## config.mk

```make
export PLATFORM = sky130hd
export DESIGN_NAME = csr_station_flat
export DESIGN_NICKNAME = d
export VERILOG_FILES = /design/src/logic/csr_pkg.sv /design/src/logic/result_bus_if.sv /design/src/logic/csr_station.sv /design/src/flat_wrapper.sv
export SDC_FILE = /design/constraint.sdc
export NUM_CORES = 1
export LEC_CHECK = 0
export ABC_AREA = 0
export CORE_MARGIN = 2
export CORE_UTILIZATION = 35
export CTS_CLUSTER_DIAMETER = 80
export CTS_CLUSTER_SIZE = 14
export DETAILED_ROUTE_END_ITERATION = 7
export DONT_BUFFER_PORTS = 1
export GPL_ROUTABILITY_DRIVEN = 1
export SLEW_MARGIN = 25
export SYNTH_ARGS = -nofsm -noshare
export SYNTH_HDL_FRONTEND = slang
export SYNTH_SLANG_ARGS = --single-unit
```

## constraint.sdc

```tcl
create_clock -name clk -period 17.8 [get_ports clk]
set_input_delay 3.56 -clock clk [delete_from_list [all_inputs] [get_ports clk]]
set_output_delay 3.56 -clock clk [all_outputs]
set_load 0.05 [all_outputs]
```

## src/logic/csr_pkg.sv

```systemverilog
`default_nettype none

package csr_pkg;

  // ************************************************************
  // Widths
  // ************************************************************

  localparam int tag_w      = 8;   // Physical register tag
  localparam int xlen       = 32;
  localparam int csr_addr_w = 12;
  localparam int op_w       = 2;
  localparam int zimm_w     = 5;   // Immediate operand of csrrwi/csrrsi/csrrci

  // ************************************************************
  // CSR operations
  // ************************************************************

  // Encodings follow funct3[1:0] of the CSR instructions; 2'b00 is unused
  localparam logic [op_w-1:0] csr_op_rw = 2'b01;
  localparam logic [op_w-1:0] csr_op_rs = 2'b10;
  localparam logic [op_w-1:0] csr_op_rc = 2'b11;

  // ************************************************************
  // Machine CSR addresses
  // ************************************************************

  localparam logic [csr_addr_w-1:0] csr_mscratch = 12'h340;
  localparam logic [csr_addr_w-1:0] csr_mepc     = 12'h341;
  localparam logic [csr_addr_w-1:0] csr_mcause   = 12'h342;
  localparam logic [csr_addr_w-1:0] csr_mtval    = 12'h343;

  // ************************************************************
  // Source field
  // ************************************************************

  // The same 8 bits of a renamed CSR instruction carry either the physical
  // tag of rs1 (register form) or the zero-padded zimm (immediate form).
  // The imm flag that travels with it decides which reading applies.
  typedef union packed {
    logic [tag_w-1:0] tag;
    struct packed {
      logic [tag_w-zimm_w-1:0] pad;  // Always zero
      logic [zimm_w-1:0]       zimm;
    } imm;
  } csr_src_u;

endpackage

`default_nettype wire

```

## src/logic/result_bus_if.sv

```systemverilog
`timescale 1ns/1ps
`default_nettype none

// Result broadcasts from the ALU, multiplier and load pipes
interface result_bus_if;

  logic                       alu_valid;
  logic [csr_pkg::tag_w-1:0]  alu_tag;
  logic [csr_pkg::xlen-1:0]   alu_data;

  logic                       mul_valid;
  logic [csr_pkg::tag_w-1:0]  mul_tag;
  logic [csr_pkg::xlen-1:0]   mul_data;

  logic                       mem_valid;
  logic [csr_pkg::tag_w-1:0]  mem_tag;
  logic [csr_pkg::xlen-1:0]   mem_data;

  modport source (
    output alu_valid, alu_tag, alu_data,
    output mul_valid, mul_tag, mul_data,
    output mem_valid, mem_tag, mem_data
  );

  modport listen (
    input alu_valid, alu_tag, alu_data,
    input mul_valid, mul_tag, mul_data,
    input mem_valid, mem_tag, mem_data
  );

endinterface

`default_nettype wire

```

## src/logic/csr_station.sv

```systemverilog
`timescale 1ns/1ps
`default_nettype none

module csr_station #(
  parameter int depth = 8
) (
  input  logic                           clk,
  input  logic                           reset,
  input  logic                           flush,
  input  logic                           dispatch_valid,
  input  logic [csr_pkg::tag_w-1:0]      dispatch_rd,
  input  logic [csr_pkg::op_w-1:0]       dispatch_op,
  input  logic                           dispatch_imm,
  input  csr_pkg::csr_src_u              dispatch_src,
  input  logic                           dispatch_src_ready,
  input  logic [csr_pkg::csr_addr_w-1:0] dispatch_csr,
  output logic                           full,
  result_bus_if.listen                   bus,
  input  logic                           wb_valid,
  input  logic [csr_pkg::tag_w-1:0]      wb_tag,
  output logic                           issue_valid,
  output logic [csr_pkg::tag_w-1:0]      issue_rd,
  output logic [csr_pkg::op_w-1:0]       issue_op,
  output logic                           issue_imm,
  output csr_pkg::csr_src_u              issue_src,
  output logic [csr_pkg::csr_addr_w-1:0] issue_csr
);

  localparam int ptr_w = (depth > 1) ? $clog2(depth) : 1;
  localparam int cnt_w = $clog2(depth + 1);

  // ************************************************************
  // Entry storage
  // ************************************************************

  logic [csr_pkg::tag_w-1:0]      q_rd  [depth];
  logic [csr_pkg::op_w-1:0]       q_op  [depth];
  logic                           q_imm [depth];
  csr_pkg::csr_src_u              q_src [depth];
  logic [csr_pkg::csr_addr_w-1:0] q_csr [depth];
  logic [depth-1:0]               q_ready;

  logic [ptr_w-1:0] head;
  logic [ptr_w-1:0] tail;
  logic [cnt_w-1:0] count;

  logic in_ready;    // Incoming operation already has its operand
  logic head_ready;
  logic bypass;      // Empty station, ready dispatch goes straight to issue
  logic pop;
  logic push;

  // True when any broadcast this cycle carries the given tag
  function automatic logic woken(input logic [csr_pkg::tag_w-1:0] tag);
    return (bus.alu_valid && (bus.alu_tag == tag)) ||
           (bus.mul_valid && (bus.mul_tag == tag)) ||
           (bus.mem_valid && (bus.mem_tag == tag)) ||
           (wb_valid && (wb_tag == tag));
  endfunction

  // ************************************************************
  // Issue decision
  // ************************************************************

  // Only the oldest entry may leave, CSR side effects stay in order
  always_comb begin
    in_ready   = dispatch_imm || dispatch_src_ready || woken(dispatch_src.tag);
    head_ready = q_ready[head] || (!q_imm[head] && woken(q_src[head].tag));
    bypass     = dispatch_valid && (count == '0) && in_ready;
    pop        = (count != '0) && head_ready;
    push       = dispatch_valid && !full && !bypass;
  end

  assign full = (count == cnt_w'(depth));

  // ************************************************************
  // Queue control
  // ************************************************************

  always_ff @(posedge clk) begin
    if (reset || flush) begin
      head        <= '0;
      tail        <= '0;
      count       <= '0;
      q_ready     <= '0;
      issue_valid <= 1'b0;
    end else begin
      issue_valid <= bypass || pop;
      if (pop) begin
        head <= head + 1'b1;  // Wraps since depth is a power of two
      end
      if (push) begin
        tail <= tail + 1'b1;
      end
      count <= count + cnt_w'(push) - cnt_w'(pop);
      for (int i = 0; i < depth; i++) begin
        if (!q_imm[i] && woken(q_src[i].tag)) begin
          q_ready[i] <= 1'b1;
        end
      end
      if (push) begin
        q_ready[tail] <= in_ready;  // Overrides a stale wake of the free slot
      end
    end
  end

  // ************************************************************
  // Payload
  // ************************************************************

  always_ff @(posedge clk) begin
    if (push) begin
      q_rd[tail]  <= dispatch_rd;
      q_op[tail]  <= dispatch_op;
      q_imm[tail] <= dispatch_imm;
      q_src[tail] <= dispatch_src;
      q_csr[tail] <= dispatch_csr;
    end
    if (bypass) begin
      issue_rd  <= dispatch_rd;
      issue_op  <= dispatch_op;
      issue_imm <= dispatch_imm;
      issue_src <= dispatch_src;
      issue_csr <= dispatch_csr;
    end else if (pop) begin
      issue_rd  <= q_rd[head];
      issue_op  <= q_op[head];
      issue_imm <= q_imm[head];
      issue_src <= q_src[head];
      issue_csr <= q_csr[head];
    end
  end

endmodule

`default_nettype wire

```

## src/flat_wrapper.sv

```systemverilog
// flat-port wrapper written by rule: the top's interface ports become plain ports
module csr_station_flat 
#(
  parameter int depth = 8
)
  (clk, reset, flush, dispatch_valid, dispatch_rd, dispatch_op, dispatch_imm, dispatch_src, dispatch_src_ready, dispatch_csr, full, wb_valid, wb_tag, issue_valid, issue_rd, issue_op, issue_imm, issue_src, issue_csr, bus_alu_valid, bus_alu_tag, bus_alu_data, bus_mul_valid, bus_mul_tag, bus_mul_data, bus_mem_valid, bus_mem_tag, bus_mem_data);
  result_bus_if bus_i ();
  input  logic clk;
  input  logic reset;
  input  logic flush;
  input  logic dispatch_valid;
  input  logic [csr_pkg::tag_w-1:0] dispatch_rd;
  input  logic [csr_pkg::op_w-1:0] dispatch_op;
  input  logic dispatch_imm;
  input  csr_pkg::csr_src_u dispatch_src;
  input  logic dispatch_src_ready;
  input  logic [csr_pkg::csr_addr_w-1:0] dispatch_csr;
  output logic full;
  input  logic wb_valid;
  input  logic [csr_pkg::tag_w-1:0] wb_tag;
  output logic issue_valid;
  output logic [csr_pkg::tag_w-1:0] issue_rd;
  output logic [csr_pkg::op_w-1:0] issue_op;
  output logic issue_imm;
  output csr_pkg::csr_src_u issue_src;
  output logic [csr_pkg::csr_addr_w-1:0] issue_csr;
  input wire logic [$bits(bus_i.alu_valid)-1:0] bus_alu_valid;
  input wire logic [$bits(bus_i.alu_tag)-1:0] bus_alu_tag;
  input wire logic [$bits(bus_i.alu_data)-1:0] bus_alu_data;
  input wire logic [$bits(bus_i.mul_valid)-1:0] bus_mul_valid;
  input wire logic [$bits(bus_i.mul_tag)-1:0] bus_mul_tag;
  input wire logic [$bits(bus_i.mul_data)-1:0] bus_mul_data;
  input wire logic [$bits(bus_i.mem_valid)-1:0] bus_mem_valid;
  input wire logic [$bits(bus_i.mem_tag)-1:0] bus_mem_tag;
  input wire logic [$bits(bus_i.mem_data)-1:0] bus_mem_data;
  assign bus_i.alu_valid = bus_alu_valid;
  assign bus_i.alu_tag = bus_alu_tag;
  assign bus_i.alu_data = bus_alu_data;
  assign bus_i.mul_valid = bus_mul_valid;
  assign bus_i.mul_tag = bus_mul_tag;
  assign bus_i.mul_data = bus_mul_data;
  assign bus_i.mem_valid = bus_mem_valid;
  assign bus_i.mem_tag = bus_mem_tag;
  assign bus_i.mem_data = bus_mem_data;
  csr_station #(.depth(depth)) u_core (.clk(clk), .reset(reset), .flush(flush), .dispatch_valid(dispatch_valid), .dispatch_rd(dispatch_rd), .dispatch_op(dispatch_op), .dispatch_imm(dispatch_imm), .dispatch_src(dispatch_src), .dispatch_src_ready(dispatch_src_ready), .dispatch_csr(dispatch_csr), .full(full), .bus(bus_i), .wb_valid(wb_valid), .wb_tag(wb_tag), .issue_valid(issue_valid), .issue_rd(issue_rd), .issue_op(issue_op), .issue_imm(issue_imm), .issue_src(issue_src), .issue_csr(issue_csr));
endmodule
```

==> impl_metrics.sql <==
INSERT INTO impl_metrics (metric_group, metric, value, unit) VALUES
('outcome', 'outcome', 'finished, final reports clean', ''),
('sta', 'finalCriticalPeriod', '6.27', 'ns'),
('sta', 'timing_worst_slew_pin_value', '0.980', 'ns'),
('critical_path', 'cp_max_fo', '22', ''),
('die', 'die_height', '216', 'µm'),
('synthesis', 'yosysWarningCount', '0', ''),
('route', 'via_per_inst', '5.45', ''),
('global_routing', 'grt_first_pass_wirelength', '64900', 'µm'),
('sta', 'maxSlewHeadroom', '34.6', '%'),
('placed_design', 'place.detailed.hpwl', '28300', 'µm'),
('sta', 'fin_setup_tns', '0', 'ns'),
('critical_path', 'critical_path_depth', '9', ''),
('route', 'drc_errors', '0', ''),
('synthesis', 'netlist_instances', '1163', ''),
('synthesis', 'mappedNetlistArea', '15800', 'µm²'),
('worst_hold_path', 'worstHoldPathType', 'reg -> reg', ''),
('die', 'fp.dieW', '216', 'µm'),
('synthesis', 'synth_top_cells_by_count', 'sky130_fd_sc_hd__edfxtp_1, sky130_fd_sc_hd__xor2_1, sky130_fd_sc_hd__xnor2_1', ''),
('route', 'wire_length_reported_by_the_detailed_router', '44800', 'µm'),
('synthesis', 'synth-main-ff-cell', 'sky130_fd_sc_hd__edfxtp_1', ''),
('route', 'wire_per_inst', '26.9', 'µm'),
('worst_hold_path', 'start_point_of_the_worst_min_delay_path', 'u_core.head[1]', ''),
('clocking', 'tritoncts_clock_tree', 'built', ''),
('sta', 'setup-violations-final', '0', ''),
('sta', 'slew_violations', '0', ''),
('global_routing', 'grt_overflow_total', '0', ''),
('clocking', 'clk_path_buf_depth', '3', ''),
('synthesis', 'synth.area.top_cells', 'sky130_fd_sc_hd__edfxtp_1, sky130_fd_sc_hd__xor2_1, sky130_fd_sc_hd__mux4_2', ''),
('synthesis', 'sequential_fraction_of_the_synthesis_area', '55.9', '%'),
('critical_path', 'worst_ep_required_time', '18.00', 'ns'),
('placed_design', 'numPlacedInstances', '1632', ''),
('critical_path', 'critical_path.reg2reg.endpoint', 'u_core.count[2]', ''),
('finish', 'final.fill_count', '4168', ''),
('finish', 'final_cell_count_no_fill', '1667', ''),
('die', 'dieArea', '46800', 'µm²'),
('finish', 'post_route_cells_drive_above_1_share', '11.7', '%'),
('clocking', 'cts.sink_count', '301', ''),
('power', 'static-leakage-power', '0.00513', 'µW'),
('critical_path', 'ff2ff_path_depth', '16', ''),
('power', 'irDropWorstVdd', '0.0783', 'mV'),
('synthesis', 'post-synth-top-count-cell', 'sky130_fd_sc_hd__edfxtp_1', ''),
('critical_path', 'path_cells', 'xnor2_1 -> nand4_1 -> nor3_1 -> a41o_1 -> o31a_2 -> nor2_1 -> nand2_1 -> nor3_4 -> buf_4', ''),
('sta', 'rsz0062_at_grt', 'false', ''),
('global_routing', 'grt_pass1_vias', '9178', ''),
('clocking', 'post_cts.repair.setup_buffers', '0', ''),
('critical_path', 'timing.critical_path.max_delay_family', 'simple AND/OR/NAND/NOR gates', ''),
('finish', 'total_number_of_nets_in_the_final_design', '1244', ''),
('route', 'violation_count_after_the_first_detailed_routing_iteration', '740', ''),
('synthesis', 'synth.lib_cells_used.distinct', '51', ''),
('clocking', 'clock_insertion_delay_worst_skew', '0.58', 'ns'),
('clocking', 'level_count_of_the_clock_h_tree', '1', ''),
('die', 'floorplan.initialDensity', '35.5', '%'),
('route', 'routed-via-count', '9082', ''),
('clocking', 'cts_root_buf', 'sky130_fd_sc_hd__clkbuf_16', ''),
('synthesis', 'post-synth-top-area-fraction', '53.1', '%'),
('critical_path', 'critPathKind', 'in -> reg', ''),
('synthesis', 'async_reset_ff_share', '0', '%'),
('sta', 'final_clock_period_utilization_by_the_worst_path', '35.2', '%'),
('route', 'postRouteAntennaNets', '0', ''),
('sta', 'max_clock_freq', '160', 'MHz'),
('synthesis', 'net_count_synth', '1340', ''),
('clocking', 'postCtsResizedCells', '0', ''),
('die', 'num_rows', '77', ''),
('worst_hold_path', 'hold_depth', '2', ''),
('clocking', 'clkSlewWorstSetupHoldPaths', '0.07', 'ns'),
('synthesis', 'synth.ff_latch_count', '301', ''),
('clocking', 'holdBufCountCts', '0', ''),
('placed_design', 'gp_routability_congestion', '0.905', ''),
('job', 'timing.max_cap.violations', '0', ''),
('placed_design', 'place.port_buffers', '0', ''),
('critical_path', 'crit_arrival', '6.47', 'ns');
## how the worst max path moves through the flow
stage                     slack (ns)                  to            start
after floorplan                 8.96   u_core.q_ready[7]   bus_alu_tag[2]
after global placement         10.71  u_core.q_csr[1][6]   bus_mul_tag[2]
after detailed placement       10.94  u_core.q_csr[1][6]   bus_mul_tag[3]
after CTS                      11.52  u_core.q_csr[1][6]   bus_mul_tag[3]
after global routing           11.40  u_core.q_csr[1][6]  dispatch_src[2]
final                          11.53  u_core.q_csr[1][6]   bus_mul_tag[3]
## layout make-up
class | count | area (µm²) | share of cell area [%]
Clock buffer | 32 | 652 | 3.87
Clock inverter | 3 | 55.1 | 0.327
Inverter | 11 | 42.5 | 0.253
Multi-Input combinational cell | 714 | 6400 | 38.0
Sequential cell | 301 | 8830 | 52.4
Tap cell | 592 | 741 | 4.40
Timing Repair Buffer | 14 | 125 | 0.743
## sequential cells by signal, summed over array words and instances, names as in the netlist, named ones only
signal              cells
u_core.count            4
u_core.head             3
u_core.issue_csr       12
u_core.issue_imm        1
u_core.issue_op         2
u_core.issue_rd         8
u_core.issue_src        8
u_core.issue_valid      1
u_core.q_csr           96
u_core.q_imm            8
u_core.q_op            16
u_core.q_rd            64
u_core.q_ready          8
u_core.q_src           64
u_core.tail             3
## cell families (layout without fill, tap and decap cells)
| family | after synthesis | count (layout) | share of synthesized area [%] |
|---|---|---|---|
| compound gates | 72 | 72 | 2.94 |
| xor+xnor | 323 | 323 | 17.9 |
| mux | 102 | 102 | 11.6 |
| buf+inv | 148 | 60 | 3.96 |
| flops | 301 | 301 | 55.9 |
| simple gates | 208 | 208 | 6.98 |
| fa+ha+maj | 9 | 9 | 0.761 |
## worst reg2reg max path, cell delays in order, from the launching register on
cell and delay (ns):
sky130_fd_sc_hd__dfxtp_4 0.50, sky130_fd_sc_hd__buf_4 0.70, sky130_fd_sc_hd__mux2i_4 0.59, sky130_fd_sc_hd__xor2_1 0.19, sky130_fd_sc_hd__nand3_1 0.08, sky130_fd_sc_hd__or4b_1 0.53, sky130_fd_sc_hd__o41a_2 0.17, sky130_fd_sc_hd__a31oi_4 0.23
sky130_fd_sc_hd__o21ai_2 0.11, sky130_fd_sc_hd__clkinv_2 0.09, sky130_fd_sc_hd__ha_1 0.24, sky130_fd_sc_hd__inv_1 0.06, sky130_fd_sc_hd__ha_1 0.15, sky130_fd_sc_hd__inv_1 0.06, sky130_fd_sc_hd__fa_1 0.40, sky130_fd_sc_hd__xor2_1 0.14
sky130_fd_sc_hd__nor2_1 0.05
## per-layer routing
metal  vias up  GRT usage (%)  wire length (µm)
li1       4014              -                 -
met1      4624           26.4             19300
met2       355           30.1             20700
met3        89           3.78              3490
met4         0           5.68              1330
met5         -              0                 0
## per-stage QoR
stage	power (µW)	worst slack [ns]	utilization [%]	hold WS, ns	instance area, µm²
final	1450	11.53	37.9	0.545	16800
after global routing	1500	11.40	37.9	0.551	16800
after CTS	1460	11.52	37.9	0.544	16800
after detailed placement	949	10.94	36.3	0.520	16100
after global placement	947	10.71	36.2	0.499	16100
after floorplan	941	8.96	-	0.479	15800
## placed cells by master, fill, tap and decap left out, drive strengths merged, types with 22 or more instances in the layout
master	n
edfxtp	279
mux4	59
xor2	221
nor4	48
clkbuf	32
nor3	26
xnor2	102
nand2	50
o21ai	32
mux2i	41
nand4	30
dfxtp	22
## report_power, final
group	switching (µW)	internal, µW
Clock	247	271
Combinational	52.4	45.5
Sequential	39.5	795
Total	339	1110
(Power assumes the default switching activity.)
