--- config.mk ---
export PLATFORM = sky130hd
export DESIGN_NAME = csr_exec
export DESIGN_NICKNAME = d
export VERILOG_FILES = /design/src/logic/csr_pkg.sv /design/src/logic/csr_exec.sv
export SDC_FILE = /design/constraint.sdc
export NUM_CORES = 1
export LEC_CHECK = 0
export ABC_AREA = 1
export BUFFER_PORTS_ARGS = -buffer_cell sky130_fd_sc_hd__buf_2
export CAP_MARGIN = 25
export CORE_UTILIZATION = 42
export CTS_CLUSTER_DIAMETER = 150
export DETAILED_ROUTE_END_ITERATION = 6
export PLACE_DENSITY_LB_ADDON = 0.25
export SLEW_MARGIN = 40
export SYNTH_ARGS = -nofsm -noshare
export SYNTH_HDL_FRONTEND = slang
export SYNTH_SLANG_ARGS = --single-unit
--- constraint.sdc ---
create_clock -name clk -period 1.4 [get_ports clk]
set_input_delay 0.28 -clock clk [delete_from_list [all_inputs] [get_ports clk]]
set_output_delay 0.28 -clock clk [all_outputs]
set_load 0.02 [all_outputs]
--- src/logic/csr_pkg.sv ---
`default_nettype none

package csr_pkg;

  // ************************************************************
  // Widths
  // ************************************************************

  localparam int tag_w      = 8;   // Physical register tag
  localparam int xlen       = 32;
  localparam int csr_addr_w = 12;
  localparam int op_w       = 2;
  localparam int zimm_w     = 5;   // Immediate operand of csrrwi/csrrsi/csrrci

  // ************************************************************
  // CSR operations
  // ************************************************************

  // Encodings follow funct3[1:0] of the CSR instructions; 2'b00 is unused
  localparam logic [op_w-1:0] csr_op_rw = 2'b01;
  localparam logic [op_w-1:0] csr_op_rs = 2'b10;
  localparam logic [op_w-1:0] csr_op_rc = 2'b11;

  // ************************************************************
  // Machine CSR addresses
  // ************************************************************

  localparam logic [csr_addr_w-1:0] csr_mscratch = 12'h340;
  localparam logic [csr_addr_w-1:0] csr_mepc     = 12'h341;
  localparam logic [csr_addr_w-1:0] csr_mcause   = 12'h342;
  localparam logic [csr_addr_w-1:0] csr_mtval    = 12'h343;

  // ************************************************************
  // Source field
  // ************************************************************

  // The same 8 bits of a renamed CSR instruction carry either the physical
  // tag of rs1 (register form) or the zero-padded zimm (immediate form).
  // The imm flag that travels with it decides which reading applies.
  typedef union packed {
    logic [tag_w-1:0] tag;
    struct packed {
      logic [tag_w-zimm_w-1:0] pad;  // Always zero
      logic [zimm_w-1:0]       zimm;
    } imm;
  } csr_src_u;

endpackage

`default_nettype wire

--- src/logic/csr_exec.sv ---
`timescale 1ns/1ps
`default_nettype none

module csr_exec (
  input  logic                           clk,
  input  logic                           reset,
  input  logic                           flush,
  input  logic                           issue_valid,
  input  logic [csr_pkg::tag_w-1:0]      issue_rd,
  input  logic [csr_pkg::op_w-1:0]       issue_op,
  input  logic                           issue_imm,
  input  csr_pkg::csr_src_u              issue_src,
  input  logic [csr_pkg::csr_addr_w-1:0] issue_csr,
  output logic [csr_pkg::tag_w-1:0]      rd_tag,
  input  logic [csr_pkg::xlen-1:0]       rd_data,
  output logic                           wb_valid,
  output logic [csr_pkg::tag_w-1:0]      wb_tag,
  output logic [csr_pkg::xlen-1:0]       wb_data
);

  logic                           ex_valid;
  logic [csr_pkg::tag_w-1:0]      ex_rd;
  logic [csr_pkg::op_w-1:0]       ex_op;
  logic                           ex_imm;
  csr_pkg::csr_src_u              ex_src;
  logic [csr_pkg::csr_addr_w-1:0] ex_csr;

  logic [csr_pkg::xlen-1:0] mscratch;
  logic [csr_pkg::xlen-1:0] mepc;
  logic [csr_pkg::xlen-1:0] mcause;
  logic [csr_pkg::xlen-1:0] mtval;

  logic [csr_pkg::xlen-1:0] operand;
  logic [csr_pkg::xlen-1:0] old_value;
  logic [csr_pkg::xlen-1:0] new_value;
  logic                     mapped;

  // ************************************************************
  // Issue register
  // ************************************************************

  always_ff @(posedge clk) begin
    if (reset || flush) begin
      ex_valid <= 1'b0;
    end else begin
      ex_valid <= issue_valid;
    end
  end

  always_ff @(posedge clk) begin
    if (issue_valid) begin
      ex_rd  <= issue_rd;
      ex_op  <= issue_op;
      ex_imm <= issue_imm;
      ex_src <= issue_src;
      ex_csr <= issue_csr;
    end
  end

  // ************************************************************
  // Operand and CSR read
  // ************************************************************

  assign rd_tag = ex_src.tag;  // Ignored by the mux below for the immediate form

  always_comb begin
    operand = ex_imm ? csr_pkg::xlen'(ex_src.imm.zimm) : rd_data;
    mapped  = 1'b1;
    case (ex_csr)
      csr_pkg::csr_mscratch: old_value = mscratch;
      csr_pkg::csr_mepc:     old_value = mepc;
      csr_pkg::csr_mcause:   old_value = mcause;
      csr_pkg::csr_mtval:    old_value = mtval;
      default: begin
        old_value = '0;     // Unimplemented CSRs read as zero
        mapped    = 1'b0;
      end
    endcase
    case (ex_op)
      csr_pkg::csr_op_rw: new_value = operand;
      csr_pkg::csr_op_rs: new_value = old_value | operand;
      csr_pkg::csr_op_rc: new_value = old_value & ~operand;
      default:            new_value = old_value;
    endcase
  end

  // ************************************************************
  // CSR update
  // ************************************************************

  // Written at the end of the writeback cycle, so the next operation reads it
  always_ff @(posedge clk) begin
    if (reset) begin
      mscratch <= '0;
      mepc     <= '0;
      mcause   <= '0;
      mtval    <= '0;
    end else if (ex_valid && mapped) begin
      case (ex_csr)
        csr_pkg::csr_mscratch: mscratch <= new_value;
        csr_pkg::csr_mepc:     mepc     <= new_value;
        csr_pkg::csr_mcause:   mcause   <= new_value;
        default:               mtval    <= new_value;
      endcase
    end
  end

  // The destination register gets the value the CSR held before the update
  assign wb_valid = ex_valid;
  assign wb_tag   = ex_rd;
  assign wb_data  = old_value;

endmodule

`default_nettype wire

==> results.cfg, run 1 <==
[yosys]
postSynthNetCount = 1368
seq_area_frac_synth_pct = 39.8
ys_seq_elements = 160
netlist_instances = 1301
synth_top_family_by_area = simple AND/OR/NAND/NOR gates
synth_top_area_share_pct = 29.3
ys_warn_count = 0
yosysUniqueCellTypes = 26
synth-simple-area-share_pct = 31.1
yosysTopAreaCell = dfxtp_1
synthXorXnorAreaFrac_pct = 0.184
syn_avg_cell_area_um2 = 6.78
synth_fa_ha_area_share_pct = 0
synth_area_um2 = 8820
synth.area.top_cells = dfxtp_1, nand3_1, inv_1, edfxtp_1, nand2_1
synth_mux_area_share_pct = 0
synth_compound_area_share_pct = 11.3

[global_routing]
grt_overflow = 0
grt_max_degree = 41
grt_pass1_vias = 8204
grt_pass1_wl_um = 42100
antenna_found_initial = 0
grtUsageTotal_pct = 24.9

[timing]
fmax_mhz = 445
min_period_ps = 2240
rsz0062_at_grt = true
relSlewSlack_pct = 82.0
worst_slack_ps = -845
fin_crit_sh_pct = 160
worst_pin_slew_ps = 270
whs_ps = 22.6
fin_skew_ps = 6.60
drv_slew = 0
hold_viol_final = 0
setup_viol = 160

[drt]
vias = 9001
drt_iter0_markers = 763
postRouteAntennaNets = 0
wirelength_um = 28300
avgRoutedWirePerCell_um = 16.4
drcViolationCount = 0
dr.pass1.iters = 6
via_per_inst = 5.20

[floorplanning]
io_pins = 116
floorplan.die_area_um2 = 21600
core_um2 = 20400
initial_utilization_pct = 43.2
die_w_um = 147
placementRows = 52
die_h_um = 147

[cells_and_area]
syn2layout_area_growth_pct = 32.9
fin_nets = 1516
final_util_pct = 57.4
drive_gt1_share_pct = 24.4
antenna_cells = 0

[place]
dp_hpwl_um = 17300
portBuffers = 115
place_ws_ps = -372
gp_congestion = 0.805

[status]
status = finished with violations
failed_checks = negative setup slack

[clock_network]
cts_buffer_depth = 2
root_buffer = clkbuf_16
h-tree-depth = 4
cts.sinks = 160
tritoncts = built
clk_latency_ps = 430
cts_buffers = 17
cts.clk_slew.worst_paths_ps = 70

[setup_path]
crit_fanout = 18
required_ps = 1120
reg2reg_depth = 11
cp.arrival_ps = 1960
crit_type = flop to primary output
startpoint_type = flop
cp-end-kind = primary output

[pwr]
ir_drop_mv = 0.832
leakage_nw = 5.59
powerDensity_nw_per_um2 = 864

[run]
drv_cap = 0

[worst_hold_path]
hold_depth = 1
worst_hold_path_type = input pin to flop
## logic make-up after synthesis
group	Yosys count
buf+inv	371
flops	160
compound gates	192
xor+xnor	1
simple gates	577
## layer usage
metal | vias up | track usage (%) | part of all wire (%)
met5 | - | 0 | 0.21
met4 | 2 | 9.12 | 2.5
met3 | 60 | 5.40 | 7.6
met2 | 358 | 40.4 | 46
met1 | 4132 | 32.4 | 43
li1 | 4449 | - | -
## what timing repair did
| action | in CTS | in global routing |
|---|---|---|
| endpoints found under the setup margin | 160 | 160 |
| hold endpoints to repair | 1 | 0 |
| resized for setup | 42 | 47 |
| buffers inserted | 0 | 7 |
| pin swaps | 7 | 10 |
| gates cloned | 2 | 12 |
| hold buffers | 1 | 0 |
## final cells by class
class / instances / area, um2
clock buffers: 17 / 425
clock inverters: 15 / 110
fillers: 1899 / 8700
inverters: 296 / 1160
multi-input cells: 770 / 4140
flip-flops and latches: 160 / 3510
well taps: 270 / 338
repair buffers: 204 / 2040
## flip-flops by register name, summed over array words and instances (netlist names)
register / flops
wb_tag: 8
mtval: 32
mcause: 32
wb_valid: 1
ex_imm: 1
mscratch: 32
mepc: 32
rd_tag: 8
ex_op: 2
ex_csr: 12
## cells in the final DEF (no fill, tap or decap), types with 4 or more instances in the layout
master | synthesis | routed
buf_12 | 0 | 33
clkbuf_16 | 0 | 28
o21ai_2 | 10 | 32
nand4_1 | 32 | 32
o21ai_0 | 23 | 23
nand3_4 | 3 | 6
nand3_1 | 255 | 205
inv_2 | 10 | 6
buf_2 | 25 | 82
inv_1 | 286 | 285
a21oi_1 | 137 | 134
nor2_1 | 22 | 20
buf_6 | 9 | 17
edfxtp_1 | 31 | 31
dfxtp_1 | 129 | 129
clkinvlp_4 | 0 | 4
inv_6 | 0 | 4
nand2_1 | 244 | 243
buf_4 | 14 | 58
nand3_2 | 11 | 58
## per-stage QoR
stage	total power, W	instance area, um2	std cells	TNS (ps)
4_1_cts	0.0102	11200	1713	-64140
5_1_grt	0.0105	11700	1732	-89680
2_1_floorplan	0.00542	9190	1301	-14290
3_3_place_gp	0.00587	10500	1678	-45580
6_report	0.0101	11700	1732	-72600
3_5_place_dp	0.00588	10500	1678	-47820
## Yosys cell counts, drive strengths merged
library cell  number
buf               49
dfxtp            129
nand2            247
inv              296
edfxtp            31
xor2               1
nor2              27
nand4             32
nand3            269
nor3               1
nor3b              1
clkbuf            26
a21oi            137
o21ai             55
## final timing paths
path | startpoint | to | slack (ps)
max reg2reg | ex_csr[7]$_DFFE_PP_ | mepc[30]$_SDFFE_PP0P_ | -470
min | issue_csr[9] | ex_csr[9]$_DFFE_PP_ | 20
max | ex_csr[7]$_DFFE_PP_ | wb_data[0] | -840
min reg2reg | mtval[15]$_SDFFE_PP0P_ | mtval[15]$_SDFFE_PP0P_ | 530
## critical path, stage by stage (launching register included)
cell and delay, ps:
edfxtp_1 370, nor2_2 160, nand2_4 100, nor2_8 160
buf_12 140, buf_12 150, nand3_1 110, nand4_1 180
buf_4 170
## where the power goes
group	switching, W	internal (W)
combinational	0.000683	0.000345
clock	0.00203	0.00228
sequential	0.0000291	0.00477
Note: power is estimated with default switching activity, not from simulation.
==> inputs of run 2 (changes only) <==
SETUP_SLACK_MARGIN = 0.1   (was not set)
==> run 2 against run 1 <==
The flow still finishes with violations (negative setup slack). Register-to-register slack worse by 190 ps. Design area is 3.2% higher. Highest routed layer is now met4. Combinational power rose by 8%. First-iteration DRC count decreased by 2.5%. Fmax is essentially flat.
==> results.cfg, run 2 (same netlist as run 1, synthesis figures left out) <==
[status]
status = finished with violations
failed_checks = negative setup slack

[drt]
dr.pass1.iters = 6
postRouteAntennaNets = 0
drt_iter0_markers = 744
drcViolationCount = 0
vias = 9173
wirelength_um = 28800
avgRoutedWirePerCell_um = 16.6
via_per_inst = 5.27

[worst_hold_path]
worst_hold_path_type = input pin to flop
hold_depth = 1

[timing]
relSlewSlack_pct = 75.6
setup_viol = 160
worst_slack_ps = -846
fin_crit_sh_pct = 160
rsz0062_at_grt = true
fmax_mhz = 445
drv_slew = 0
worst_pin_slew_ps = 363
hold_viol_final = 0
min_period_ps = 2250
fin_skew_ps = 8.90
whs_ps = 19.7

[floorplanning]
io_pins = 116
die_h_um = 147
core_um2 = 20400
placementRows = 52
initial_utilization_pct = 43.2
floorplan.die_area_um2 = 21600
die_w_um = 147

[setup_path]
regToRegSetupSlack_ps = -660
startpoint = ex_csr[5]$_DFFE_PP_
cp.arrival_ps = 1970
crit_end = wb_data[13]
cp-end-kind = primary output
r2r_start = ex_csr[5]$_DFFE_PP_
crit_fanout = 12
crit_type = flop to primary output
required_ps = 1120
startpoint_type = flop
reg2reg_depth = 13
r2r_end = mcause[14]$_SDFFE_PP0P_

[global_routing]
grtUsageTotal_pct = 24.9
grt_pass1_wl_um = 41900
grt_overflow = 0
grt_pass1_vias = 8215
grt_max_degree = 33
antenna_found_initial = 0

[clock_network]
cts.clk_slew.worst_paths_ps = 70
tritoncts = built
clk_latency_ps = 430
h-tree-depth = 4
cts.sinks = 160
cts_buffer_depth = 2
cts_buffers = 17
root_buffer = clkbuf_16

[cells_and_area]
design_area_um2 = 12100
final_util_pct = 59.2
drive_gt1_share_pct = 26.2
final_cell_mix = inv_1, nand2_1, nand3_1, a21oi_1, dfxtp_1
mostFrequentLayoutCell = inv_1
antenna_cells = 0
syn2layout_area_growth_pct = 37.1
fin_nets = 1526

[place]
place_ws_ps = -433
dp_hpwl_um = 17100
gp_congestion = 0.829
dpl_cell_area_um2 = 10500
portBuffers = 115

[run]
drv_cap = 0

[pwr]
ir_drop_mv = 0.731
powerDensity_nw_per_um2 = 870
leakage_nw = 5.68
==> run 2: final cells by class <==
type / count / area, um2
inverter: 296 / 1150
fill: 1867 / 8330
clock inverter: 14 / 143
multi-input combinational: 770 / 4310
sequential: 160 / 3510
timing repair buffer: 214 / 2220
tap: 270 / 338
clock buffer: 18 / 429
==> run 2: metrics by stage <==
step	setup TNS [ps]	total power (W)	std cells
2_1_floorplan	-14290	0.00542	1301
3_3_place_gp	-52280	0.00592	1684
3_5_place_dp	-54640	0.00592	1684
4_1_cts	-72830	0.0105	1720
5_1_grt	-107640	0.0109	1742
6_report	-93080	0.0105	1742
==> run 2: worst max-delay path: stages (launching register included) <==
cell       delay [ps]
edfxtp_1          380
nor2_2            160
nand2_4           100
nor2_8            160
buf_12            160
clkbuf_16         180
nand3_2            80
nand4_1           150
buf_4             160
==> run 2: repair_timing <==
action	4_1_cts	5_1_grt
endpoints found under the hold margin	1	7
setup buffers	1	4
gates cloned	2	11
gates resized for setup	56	84
pin swaps	17	26
hold buffers	1	7
endpoints found under the setup margin	161	164
==> run 2: report_power, final <==
part           total, W  internal (W)  switching (W)
sequential      0.00481       0.00478      0.0000382
clock           0.00461       0.00261        0.00199
combinational   0.00111      0.000399       0.000706
total            0.0105       0.00779        0.00274
==> run 2: routing by layer <==
metal / up-vias / track usage [%] / part of all wire (%) / wire length, um
li1: 4462 / - / - / -
met1: 4204 / 32.1 / 42 / 12000
met2: 440 / 41.2 / 47 / 13500
met3: 67 / 5.96 / 8.9 / 2560
met4: 0 / 7.84 / 2.5 / 724
met5: - / 0 / 0 / 0
==> run 2: worst min path at each step <==
| stage | startpoint | end | slack [ps] |
|---|---|---|---|
| 3_3_place_gp | flush | wb_valid$_SDFF_PP0_ | 440 |
| 5_1_grt | issue_rd[4] | wb_tag[4]$_DFFE_PP_ | 2 |
| 2_1_floorplan | flush | wb_valid$_SDFF_PP0_ | 360 |
| 3_5_place_dp | flush | wb_valid$_SDFF_PP0_ | 440 |
| 6_report | issue_csr[6] | ex_csr[6]$_DFFE_PP_ | 20 |
| 4_1_cts | issue_rd[2] | wb_tag[2]$_DFFE_PP_ | 3 |
==> inputs of run 3 (changes only) <==
SKIP_LAST_GASP = 1   (was not set)
==> run 3 against run 2 <==
The flow still finishes with violations (negative setup slack). Sequential power about the same. Routed wire length down 1.3%. Via count down 0.72%. Total power down 0.12%. Sequential cell count unchanged. Design area down 2.1%. Setup slack better by 6.6 ps. Clock skew about the same. Largest power group unchanged.
==> results.cfg, run 3 (same netlist as run 1, synthesis figures left out) <==
[status]
status = finished with violations
failed_checks = negative setup slack

[worst_hold_path]
worst_hold_path_type = input pin to flop
hold_depth = 1
min_from = issue_csr[6]
min_to = ex_csr[6]$_DFFE_PP_

[clock_network]
cts_buffer_depth = 2
tritoncts = built
cts.clk_slew.worst_paths_ps = 70
root_buffer = clkbuf_16
clk_latency_ps = 440
h-tree-depth = 4
cts_buffers = 17
cts.sinks = 160

[cells_and_area]
final_util_pct = 58.0
fin_nets = 1527
antenna_cells = 0
mostFrequentLayoutCell = inv_1
drive_gt1_share_pct = 24.4
final_cell_mix = inv_1, nand2_1, nand3_1, a21oi_1, dfxtp_1
syn2layout_area_growth_pct = 34.3
design_area_um2 = 11800

[timing]
fmax_mhz = 446
setup_tns_ps = -91900
fin_skew_ps = 9.14
drv_slew = 0
fin_crit_sh_pct = 160
setup_viol = 160
whs_ps = 19.2
relSlewSlack_pct = 77.7
worst_slack_ps = -840
worst_pin_slew_ps = 331
hold_viol_final = 0
min_period_ps = 2240
rsz0062_at_grt = true

[setup_path]
path_cells = nor2_2, nand2_4, nor2_8, buf_12, buf_12, clkbuf_16, nand3_2, nand4_1, buf_4
crit_type = flop to primary output
r2r_start = ex_csr[5]$_DFFE_PP_
regToRegSetupSlack_ps = -660
reg2reg_depth = 13
crit_path_top_delay_cell = edfxtp_1
required_ps = 1120
cp-end-kind = primary output
crit_top_cell = buf_12
cp.arrival_ps = 1960
slowest_delay_ps = 380
r2r_end = mcause[14]$_SDFFE_PP0P_
crit_fanout = 8
startpoint_type = flop

[floorplanning]
initial_utilization_pct = 43.2
core_um2 = 20400
die_h_um = 147
io_pins = 116
placementRows = 52
die_w_um = 147
floorplan.die_area_um2 = 21600

[drt]
postRouteAntennaNets = 0
wirelength_um = 28500
avgRoutedWirePerCell_um = 16.3
vias = 9107
drcViolationCount = 0
via_per_inst = 5.22
dr.pass1.iters = 5
drt_iter0_markers = 841

[global_routing]
busiest_layer = met2
grt_overflow = 0
antenna_found_initial = 0
grtUsageTotal_pct = 24.9
grtUsageMet2_pct = 41.1
globalRouteMet1Util_pct = 32.0
grt_pass1_wl_um = 41800
grt_pass1_vias = 8195
grt.met3_usage_pct = 6.06
grt_max_degree = 33

[pwr]
leakage_nw = 5.64
powerDensity_nw_per_um2 = 887
ir_drop_mv = 0.734

[place]
portBuffers = 115
dpl_cell_area_um2 = 10500
gp_congestion = 0.829
place_ws_ps = -433
dp_hpwl_um = 17100

[run]
drv_cap = 0
[run 3: final cells by class]
type / count / area [um2]
tap: 270 / 338
multi-input combinational: 770 / 4190
timing repair buffer: 215 / 2090
clock inverter: 14 / 143
sequential: 160 / 3510
fill: 1906 / 8580
clock buffer: 18 / 429
inverter: 296 / 1140
[run 3: stage by stage]
step,std cells,power [W]
2_1_floorplan,1301,0.00542
3_3_place_gp,1684,0.00592
3_5_place_dp,1684,0.00592
4_1_cts,1720,0.0105
5_1_grt,1743,0.0109
6_report,1743,0.0105
[run 3: repair_timing]
| action | CTS | global route |
|---|---|---|
| hold buffers | 1 | 7 |
| pin swaps | 1 | 14 |
| endpoints found under the setup margin | 161 | 164 |
| buffers inserted | 1 | 7 |
| cloned | 2 | 9 |
| resized for setup | 19 | 69 |
| hold endpoints to repair | 1 | 7 |
[run 3: worst max-delay path: cells and delay by family (launching register included)]
family	cells	cell delay, ps
simple gates	5	590
buf+inv	4	550
flops	1	380
[run 3: how the worst max path moves through the flow]
stage                             start                     end  depth (start not counted)
floorplan           ex_csr[2]$_DFFE_PP_             wb_data[21]                          6
global placement    ex_csr[7]$_DFFE_PP_  mcause[2]$_SDFFE_PP0P_                         10
detailed placement  ex_csr[7]$_DFFE_PP_   mtval[8]$_SDFFE_PP0P_                         10
CTS                 ex_csr[7]$_DFFE_PP_             wb_data[31]                          7
global route        ex_csr[7]$_DFFE_PP_             wb_data[18]                          9
finish              ex_csr[5]$_DFFE_PP_             wb_data[24]                          9
[run 3: power by group]
part | total, W | internal (W) | switching [W]
Sequential | 0.00481 | 0.00477 | 0.0000350
Clock | 0.00461 | 0.00261 | 0.00199
Combinational | 0.00110 | 0.000396 | 0.000701
Total | 0.0105 | 0.00778 | 0.00273
[run 3: layer usage]
metal	routed length, um	share of wire (%)
met1	12000	42
met2	13200	46
met3	2540	8.9
met4	705	2.5
met5	0	0
